===== src/snow_settings.svh =====
// Screen, colour, border, pellet grid and snowflake constants for the snow overlay
`ifndef SNOW_SETTINGS_SVH
`define SNOW_SETTINGS_SVH

// Visible raster
`define SNOW_SCREEN_W 1920
`define SNOW_SCREEN_H 1080
`define SNOW_X_W 12                  // Column counter width
`define SNOW_Y_W 11                  // Row counter width

// Colours as 24-bit RGB words
`define SNOW_COLOR_BORDER 24'h00_40_80
`define SNOW_COLOR_WHITE 24'hFF_FF_FF
`define SNOW_COLOR_BG 24'h00_00_00

// Double-line border, distances from the screen edge
`define SNOW_BORDER_OUTER 15
`define SNOW_BORDER_GAP 10
`define SNOW_BORDER_INNER 5

// Pellet grid
`define SNOW_DOT_PITCH 50
`define SNOW_DOT_LO 22               // Pellet start inside a pitch cell
`define SNOW_DOT_HI 28               // Pellet end, exclusive
`define SNOW_DOT_X_MIN 80
`define SNOW_DOT_X_MAX 1840
`define SNOW_DOT_Y_MIN 80
`define SNOW_DOT_Y_MAX 1000

// Snowflakes
`define SNOW_NUM_FLAKES 12
`define SNOW_FLAKE_HALF 8
`define SNOW_FLAKE_ARM 2
`define SNOW_FLAKE_X_STEP 160        // Reset spacing in x
`define SNOW_FLAKE_Y_STEP 90         // Reset spacing in y
`define SNOW_WRAP_SHIFT 137          // Column shift on wrap to top

`endif


===== src/snow_pkg.sv =====
// Package with the video, position, snowflake and layer struct types
`include "snow_settings.svh"

package snow_pkg;

    // One pixel colour
    typedef struct packed {
        logic [7:0] r;
        logic [7:0] g;
        logic [7:0] b;
    } rgb_t;

    // Blanking levels, high while blanked
    typedef struct packed {
        logic v;
        logic h;
    } vid_blank_t;

    // Sync bits as passed through to the output
    typedef struct packed {
        logic d;                         // Data enable style sync
        logic v;
        logic h;
    } vid_sync_t;

    // Raster position of the current pixel
    typedef struct packed {
        logic [`SNOW_X_W-1:0] x;
        logic [`SNOW_Y_W-1:0] y;
    } pix_pos_t;

    // One snowflake record
    typedef struct packed {
        logic [10:0] x;                  // Centre column
        logic [10:0] y;                  // Centre row
        logic [3:0]  speed;              // Rows per frame
    } flake_t;

    typedef flake_t [`SNOW_NUM_FLAKES-1:0] flake_arr_t;

    // Per pixel layer coverage
    typedef struct packed {
        logic snow;
        logic border;
        logic dot;
    } layer_hits_t;

endpackage


===== src/raster_tracker.sv =====
// Blank edge detector with pixel column and row counters and frame start strobe
`timescale 1ns/1ps
`include "snow_settings.svh"

module raster_tracker (
    input  logic                   clk_i,
    input  logic                   rst_i,
    input  logic                   cen_i,          // Pixel enable
    input  snow_pkg::vid_blank_t   blank_i,
    output snow_pkg::pix_pos_t     pos_o,
    output logic                   frame_start_o   // One cycle at start of visible frame
);

    snow_pkg::vid_blank_t blank_d;             // Blank levels from previous enabled edge
    snow_pkg::pix_pos_t   pos_q;
    logic                 h_fall;
    logic                 h_rise;
    logic                 v_fall;

    // Edges against the delayed levels
    assign h_fall = blank_d.h & ~blank_i.h;    // Leaving line blank
    assign h_rise = ~blank_d.h & blank_i.h;    // Entering line blank
    assign v_fall = blank_d.v & ~blank_i.v;    // Leaving frame blank

    assign frame_start_o = cen_i & v_fall;

    always_ff @(posedge clk_i) begin
        if (rst_i) begin
            blank_d <= '0;
            pos_q   <= '0;
        end else if (cen_i) begin
            blank_d <= blank_i;

            // Column counter
            if (h_fall) begin
                pos_q.x <= '0;                 // First visible pixel of the line
            end else if (!blank_i.h) begin
                pos_q.x <= pos_q.x + 1'b1;
            end

            // Row counter, steps at the end of each line
            if (v_fall) begin
                pos_q.y <= '0;
            end else if (h_rise) begin
                pos_q.y <= pos_q.y + 1'b1;
            end
        end
    end

    assign pos_o = pos_q;

endmodule


===== src/snowfall_state.sv =====
// Snowflake record storage with per frame fall and wrap to the top
`timescale 1ns/1ps
`include "snow_settings.svh"

module snowfall_state (
    input  logic                   clk_i,
    input  logic                   rst_i,
    input  logic                   cen_i,
    input  logic                   frame_start_i,  // Already qualified with cen_i
    output snow_pkg::flake_arr_t   flakes_o
);

    snow_pkg::flake_arr_t flakes_q;
    snow_pkg::flake_arr_t flakes_next;

    // Move one flake down by its speed, wrap at the bottom
    function automatic snow_pkg::flake_t move_flake(input snow_pkg::flake_t f);
        snow_pkg::flake_t res;
        logic [11:0]      y_sum;
        logic [11:0]      x_sum;
        begin
            res   = f;
            y_sum = {1'b0, f.y} + {8'd0, f.speed};
            x_sum = {1'b0, f.x} + 12'(`SNOW_WRAP_SHIFT);
            if (y_sum >= 12'(`SNOW_SCREEN_H)) begin
                res.y = '0;                        // Back to the top
                if (x_sum >= 12'(`SNOW_SCREEN_W)) begin
                    x_sum = x_sum - 12'(`SNOW_SCREEN_W);  // Modulo screen width
                end
                res.x = x_sum[10:0];
            end else begin
                res.y = y_sum[10:0];
            end
            return res;
        end
    endfunction

    always_comb begin
        for (int i = 0; i < `SNOW_NUM_FLAKES; i++) begin
            flakes_next[i] = move_flake(flakes_q[i]);
        end
    end

    always_ff @(posedge clk_i) begin
        if (rst_i) begin
            // Staggered start pattern
            for (int j = 0; j < `SNOW_NUM_FLAKES; j++) begin
                flakes_q[j].x     <= 11'((j * `SNOW_FLAKE_X_STEP) % `SNOW_SCREEN_W);
                flakes_q[j].y     <= 11'((j * `SNOW_FLAKE_Y_STEP) % `SNOW_SCREEN_H);
                flakes_q[j].speed <= 4'((j % 8) + 1);     // Speeds 1 to 8
            end
        end else if (cen_i && frame_start_i) begin
            flakes_q <= flakes_next;               // Same edge that clears the row
        end
    end

    assign flakes_o = flakes_q;

endmodule


===== src/scene_painter.sv =====
// Per pixel coverage of border rings, pellet grid and snowflakes
`timescale 1ns/1ps
`include "snow_settings.svh"

module scene_painter (
    input  snow_pkg::pix_pos_t     pos_i,
    input  snow_pkg::flake_arr_t   flakes_i,
    output snow_pkg::layer_hits_t  hits_o
);

    localparam int RING_LO = `SNOW_BORDER_OUTER + `SNOW_BORDER_GAP;  // Inner ring start
    localparam int RING_HI = RING_LO + `SNOW_BORDER_INNER;           // Inner ring end

    logic [`SNOW_X_W-1:0] dist_x;      // To nearest left or right edge
    logic [`SNOW_Y_W-1:0] dist_y;      // To nearest top or bottom edge
    logic [`SNOW_X_W-1:0] dist_min;
    logic                 outer_hit;
    logic                 inner_hit;
    logic [5:0]           x_mod;
    logic [5:0]           y_mod;
    logic                 in_field;
    logic                 snow_any;

    // Snowflake shape around one centre
    function automatic logic flake_hit(input snow_pkg::pix_pos_t p,
                                       input snow_pkg::flake_t f);
        logic [11:0] ax;
        logic [10:0] ay;
        logic [12:0] diag;
        logic        near;
        logic        shape;
        begin
            ax   = (p.x >= {1'b0, f.x}) ? p.x - {1'b0, f.x} : {1'b0, f.x} - p.x;
            ay   = (p.y >= f.y) ? p.y - f.y : f.y - p.y;
            diag = {1'b0, ax} + {2'b0, ay};
            near = (ax <= `SNOW_FLAKE_HALF) && (ay <= `SNOW_FLAKE_HALF);
            shape = (ax < `SNOW_FLAKE_ARM && ay < `SNOW_FLAKE_ARM)       // Centre
                 || (ay < `SNOW_FLAKE_ARM && ax < `SNOW_FLAKE_HALF)      // Horizontal arm
                 || (ax < `SNOW_FLAKE_ARM && ay < `SNOW_FLAKE_HALF)      // Vertical arm
                 || (ax == {1'b0, ay} && ax < `SNOW_FLAKE_HALF)          // Diagonals
                 || (diag < 3);                                          // Small diamond
            return near && shape;
        end
    endfunction

    // Edge distances, folded at the screen centre
    assign dist_x = (pos_i.x < `SNOW_SCREEN_W / 2) ? pos_i.x
                  : `SNOW_X_W'(`SNOW_SCREEN_W - 1) - pos_i.x;
    assign dist_y = (pos_i.y < `SNOW_SCREEN_H / 2) ? pos_i.y
                  : `SNOW_Y_W'(`SNOW_SCREEN_H - 1) - pos_i.y;
    assign dist_min = (dist_x < {1'b0, dist_y}) ? dist_x : {1'b0, dist_y};

    assign outer_hit = dist_min < `SNOW_BORDER_OUTER;
    // Inner ring, one axis in the band and the other clear of the gap
    assign inner_hit = (dist_x >= RING_LO && dist_x < RING_HI && dist_y >= RING_LO)
                    || (dist_y >= RING_LO && dist_y < RING_HI && dist_x >= RING_LO);

    // Pellet grid
    assign x_mod    = 6'(pos_i.x % `SNOW_DOT_PITCH);
    assign y_mod    = 6'(pos_i.y % `SNOW_DOT_PITCH);
    assign in_field = (pos_i.x >= `SNOW_DOT_X_MIN) && (pos_i.x < `SNOW_DOT_X_MAX)
                   && (pos_i.y >= `SNOW_DOT_Y_MIN) && (pos_i.y < `SNOW_DOT_Y_MAX);

    // Any of the flakes
    always_comb begin
        snow_any = 1'b0;
        for (int i = 0; i < `SNOW_NUM_FLAKES; i++) begin
            snow_any = snow_any | flake_hit(pos_i, flakes_i[i]);
        end
    end

    assign hits_o.snow   = snow_any;
    assign hits_o.border = outer_hit | inner_hit;
    assign hits_o.dot    = in_field
                        && (x_mod >= `SNOW_DOT_LO) && (x_mod < `SNOW_DOT_HI)
                        && (y_mod >= `SNOW_DOT_LO) && (y_mod < `SNOW_DOT_HI);

endmodule


===== src/pixel_output.sv =====
// Layer compositing with the output colour and sync register
`timescale 1ns/1ps
`include "snow_settings.svh"

module pixel_output (
    input  logic                   clk_i,
    input  logic                   rst_i,
    input  logic                   cen_i,
    input  snow_pkg::layer_hits_t  hits_i,
    input  snow_pkg::vid_sync_t    sync_i,
    output snow_pkg::rgb_t         rgb_o,
    output snow_pkg::vid_sync_t    sync_o
);

    snow_pkg::rgb_t      rgb_next;
    snow_pkg::rgb_t      rgb_q;
    snow_pkg::vid_sync_t sync_q;

    // Top layer wins, dots end up hidden under the border
    always_comb begin
        if (hits_i.snow) begin
            rgb_next = snow_pkg::rgb_t'(`SNOW_COLOR_WHITE);
        end else if (hits_i.border) begin
            rgb_next = snow_pkg::rgb_t'(`SNOW_COLOR_BORDER);
        end else if (hits_i.dot) begin
            rgb_next = snow_pkg::rgb_t'(`SNOW_COLOR_WHITE);
        end else begin
            rgb_next = snow_pkg::rgb_t'(`SNOW_COLOR_BG);
        end
    end

    always_ff @(posedge clk_i) begin
        if (rst_i) begin
            rgb_q  <= '0;
            sync_q <= '0;
        end else if (cen_i) begin
            rgb_q  <= rgb_next;
            sync_q <= sync_i;              // Keeps sync aligned with colour
        end
    end

    assign rgb_o  = rgb_q;
    assign sync_o = sync_q;

endmodule


===== src/snow_scene_top.sv =====
// Top level of the snow overlay, raster tracker, snowfall, painter and output stage
`timescale 1ns/1ps

module snow_scene_top (
    input  logic                   clk_i,
    input  logic                   cen_i,      // Pixel enable
    input  logic                   rst_i,
    input  snow_pkg::vid_blank_t   blank_i,
    input  snow_pkg::vid_sync_t    sync_i,
    output snow_pkg::vid_sync_t    sync_o,     // One enabled edge late
    output snow_pkg::rgb_t         rgb_o
);

    snow_pkg::pix_pos_t    pos;
    logic                  frame_start;
    snow_pkg::flake_arr_t  flakes;
    snow_pkg::layer_hits_t hits;

    raster_tracker raster_tracker_i (
        .clk_i         (clk_i),
        .rst_i         (rst_i),
        .cen_i         (cen_i),
        .blank_i       (blank_i),
        .pos_o         (pos),
        .frame_start_o (frame_start)
    );

    snowfall_state snowfall_state_i (
        .clk_i         (clk_i),
        .rst_i         (rst_i),
        .cen_i         (cen_i),
        .frame_start_i (frame_start),
        .flakes_o      (flakes)
    );

    scene_painter scene_painter_i (
        .pos_i         (pos),
        .flakes_i      (flakes),
        .hits_o        (hits)
    );

    pixel_output pixel_output_i (
        .clk_i         (clk_i),
        .rst_i         (rst_i),
        .cen_i         (cen_i),
        .hits_i        (hits),
        .sync_i        (sync_i),
        .rgb_o         (rgb_o),
        .sync_o        (sync_o)
    );

endmodule


===== config.mk =====
export PLATFORM = sky130hd
export DESIGN_NAME = snow_scene_top
export DESIGN_NICKNAME = d
export VERILOG_FILES = /design/src/snow_pkg.sv /design/src/raster_tracker.sv /design/src/snowfall_state.sv /design/src/scene_painter.sv /design/src/pixel_output.sv /design/src/snow_scene_top.sv
export VERILOG_INCLUDE_DIRS = /design/src /design/src/src
export SDC_FILE = /design/constraint.sdc
export NUM_CORES = 2
export LEC_CHECK = 0
export BUFFER_PORTS_ARGS = -buffer_cell sky130_fd_sc_hd__buf_2
export CAP_MARGIN = 20
export CORE_ASPECT_RATIO = 2
export CORE_MARGIN = 2
export CORE_UTILIZATION = 35
export CTS_CLUSTER_SIZE = 40
export DETAILED_ROUTE_END_ITERATION = 12
export SKIP_LAST_GASP = 1
export SLEW_MARGIN = 20
export SYNTH_ARGS = -nofsm -noshare
export SYNTH_HDL_FRONTEND = slang
export SYNTH_SLANG_ARGS = --single-unit

===== constraint.sdc =====
create_clock -name clk_i -period 12.8 [get_ports clk_i]
set_input_delay 1.92 -clock clk_i [delete_from_list [all_inputs] [get_ports clk_i]]
set_output_delay 1.92 -clock clk_i [all_outputs]
set_load 0.05 [all_outputs]

==> flow_metrics.py <==
metrics = {
    "timing": {
        "fin_crit_ps": 9440,
        "timing.final.ws_setup_ps": 3360,
        "finalSetupTns_ps": 0,
        "skew_ps": 56.9,
        "drv_slew": 0,
        "finalSetupViolCount": 0,
        "period_share_pct": 73.7,
        "rsz0062_at_grt": "no",
        "fmax_mhz": 106,
        "slew_headroom_pct": 27.8,
        "tightestPinTransition_ps": 1080,
        "final_hold_viol_count": 0,
    },
    "detailed_routing": {
        "via_per_inst": 5.90,
        "wl_per_cell_um": 22.2,
        "drtIter0Drc": 2767,
        "dr.pass1.iters": 5,
        "drcViolationCount": 0,
        "dr_total_vias": 46200,
        "wirelength_um": 174000,
        "ant_nets": 0,
    },
    "clock_tree": {
        "cts-buffers-inserted": 39,
        "clk_latency_ps": 650,
        "ctsRootBufferMaster": "clkbuf_16",
        "clkSinkCount": 287,
        "path_clk_slew_ps": 70,
        "tritoncts": "done",
        "cts-htree-levels": 2,
        "cts_resized": 0,
        "cts_buffer_depth": 3,
        "cts_hold_buf": 0,
        "post-cts-setup-buffers": 0,
    },
    "setup_path": {
        "cp-start-kind": "flop",
        "cp_slowest_cell": "a2111oi_0",
        "crit_fanout": 20,
        "setup.worst_path.class": "reg -> reg",
        "arrival_ps": 10000,
        "cp_top_family": "compound AO/OA/AOI/OAI gates",
        "cp-end-kind": "flop",
        "crit_buf_inv": 3,
        "slowest_delay_ps": 720,
        "critPathRequiredTime_ps": 13360,
    },
    "power": {
        "vdd_drop_max_mv": 0.0942,
        "power.leakage_nw": 21.4,
        "switching_power_w": 0.000903,
        "seq_power_share_pct": 33.9,
        "power.density_nw_per_um2": 53.6,
        "pwr-share-clk_pct": 45.2,
        "p_int_w": 0.00177,
        "p_sw_share_pct": 33.8,
        "power_frac_comb_pct": 20.9,
        "power_w": 0.00268,
    },
    "synthesis": {
        "ys.flop_type": "dfxtp_1",
        "syn_inst": 6154,
        "syn_area_per_cell_sq_um": 7.56,
        "synth_top_area_share_pct": 19.5,
        "ys_async_sr_fraction_pct": 0,
        "ys_seq_elements": 287,
        "ys_top_cells_by_count": "ha_1, inv_1, nand2_1",
        "yosysSeqAreaShare_pct": 12.3,
        "synth_most_common_cell": "ha_1",
        "yosys.area.top_type": "ha_1",
        "syn_area_sq_um": 46500,
        "synth_edf_count": 0,
        "yosysWarnings": 0,
        "yosysUniqueCellTypes": 126,
        "synth_area_leaders": "ha_1, dfxtp_1, xnor2_1, a21oi_1, o21ai_0",
    },
    "floorplan": {
        "start_util_pct": 35.2,
        "ioPinCount": 35,
        "design.core.area_sq_um": 132000,
        "die_area_sq_um": 136000,
        "die_h_um": 520,
        "dieWidth_um": 262,
        "num_rows": 189,
    },
    "cells_and_area": {
        "multi_input_area_sq_um": 37800,
        "post-route-util_pct": 37.8,
        "area_delta_synth_final_pct": 7.31,
        "drive_gt1_share_pct": 6.84,
        "nets": 6876,
        "fill_cells": 13700,
        "seq_area_sq_um": 5780,
    },
    "global_routing": {
        "grt_use_met3_pct": 3.29,
        "grt_max_degree": 51,
        "use_met2_pct": 44.8,
        "grt_pass1_wl_um": 262000,
        "top_usage_layer": "met2",
        "grt_usage_pct": 24.9,
        "grt_use_met1_pct": 23.9,
        "antenna_found_initial": 4,
        "grt_pass1_vias": 46500,
        "grt_overflow": 0,
    },
    "job": {
        "cap_violations": 0,
    },
    "placed_design": {
        "place.gp.congestion": 0.964,
        "dp_hpwl_um": 130000,
        "place_ws_ps": 3440,
        "port_buffers": 34,
    },
    "min_path": {
        "hp-class": "reg -> reg",
    },
    "outcome": {
        "outcome": "finished, final reports clean",
    },
}
[state kept, by name, indices dropped and copies added, names as in the netlist]
name	cells
pixel_output_i.rgb_o	2
raster_tracker_i.blank_d	2
pixel_output_i.sync_o	3
snowfall_state_i.flakes_o	257
raster_tracker_i.pos_o	23
[stage by stage]
step / instance area (sq um) / instances / hold slack [ps]
6_report: 49900 / 7832 / 458
5_1_grt: 49900 / 7830 / 478
4_1_cts: 49900 / 7829 / 458
3_5_place_dp: 48600 / 7762 / 448
3_3_place_gp: 48600 / 7762 / 447
2_1_floorplan: 46600 / 6159 / 435
[worst register-to-register path, delay by kind of cell (launching register included)]
family	cells	cell delay (ps)
XOR/XNOR	1	190
AO/OA/AOI/OAI	14	3810
adder cells (fa/ha/maj)	2	710
buffers and inverters	3	950
multiplexers	1	280
flip-flops	1	420
AND/OR/NAND/NOR	10	3010
[layout make-up]
class,instances,share of cell area [%]
flip-flops and latches,287,11.6
multi-input cells,5096,75.7
clock inverters,21,0.501
inverters,532,4.00
clock buffers,46,2.15
well taps,1719,4.31
repair buffers,128,1.77
diodes,3,0.0150
[path summary, 6_finish.rpt]
check	start	to	slack (ps)	cells after the start
max	raster_tracker_i.pos_o[1]$_SDFFE_PP0P_	pixel_output_i.rgb_o[14]$_SDFFE_PP0P_	3360	31
min	snowfall_state_i.flakes_o[162]$_SDFFE_PP1P_	snowfall_state_i.flakes_o[162]$_SDFFE_PP1P_	460	2
max reg2reg	raster_tracker_i.pos_o[1]$_SDFFE_PP0P_	pixel_output_i.rgb_o[14]$_SDFFE_PP0P_	3360	31
min reg2reg	snowfall_state_i.flakes_o[162]$_SDFFE_PP1P_	snowfall_state_i.flakes_o[162]$_SDFFE_PP1P_	460	2
[logic make-up (layout without fill, tap and decap cells)]
kind of cell / count (synthesis) / count (layout) / share of synthesized area, %
xor gates and xnor gates: 445 / 445 / 8.40
muxes: 274 / 274 / 6.19
adders and majority gates: 792 / 792 / 22.2
and+or+nand+nor: 1804 / 1804 / 19.1
other: 1 / 9 / 0.00806
buffers and inverters: 776 / 727 / 6.55
AOI/OAI and AO/OA: 1775 / 1775 / 25.2
DFF: 287 / 287 / 12.3
[routing by layer]
metal	up-vias	part of all wire, %	routed length (um)
li1	22100	-	-
met1	22000	35	60200
met2	1449	50	86400
met3	698	4.6	8070
met4	2	11	19200
met5	-	0.014	24
[power groups by stage]
stage	Combinational (W)	Clock [W]	Sequential [W]
after CTS	0.000554	0.00124	0.000907
after detailed placement	0.000551	0	0.000927
after floorplan	0.000400	0	0.000932
after global routing	0.000611	0.00126	0.000908
final	0.000558	0.00121	0.000907
after global placement	0.000548	0	0.000927
[layout by cell type (no fill, tap or decap), types with 33 or more instances in the layout]
master / netlist / final
ha_1: 724 / 724
inv_1: 522 / 514
nand2_1: 479 / 477
a21oi_1: 435 / 434
nor2_1: 418 / 416
o21ai_0: 400 / 400
xnor2_1: 342 / 342
dfxtp_1: 287 / 264
mux2i_1: 186 / 186
nand3_1: 180 / 180
a21o_1: 160 / 160
nor3_1: 137 / 137
xor2_1: 102 / 102
buf_4: 24 / 94
a31oi_1: 93 / 93
nor4_1: 90 / 90
mux2_2: 85 / 85
nand4_1: 84 / 84
nor2b_1: 70 / 70
o31ai_1: 65 / 64
or3_1: 63 / 63
fa_1: 60 / 60
a211oi_1: 52 / 52
o21bai_1: 52 / 52
nand2b_1: 50 / 50
and3_1: 48 / 48
o21a_1: 46 / 46
and2_1: 47 / 46
o211ai_1: 45 / 45
clkbuf_16: 0 / 40
o22ai_1: 39 / 39
buf_2: 17 / 33
Note: power is estimated with default switching activity, not from simulation.
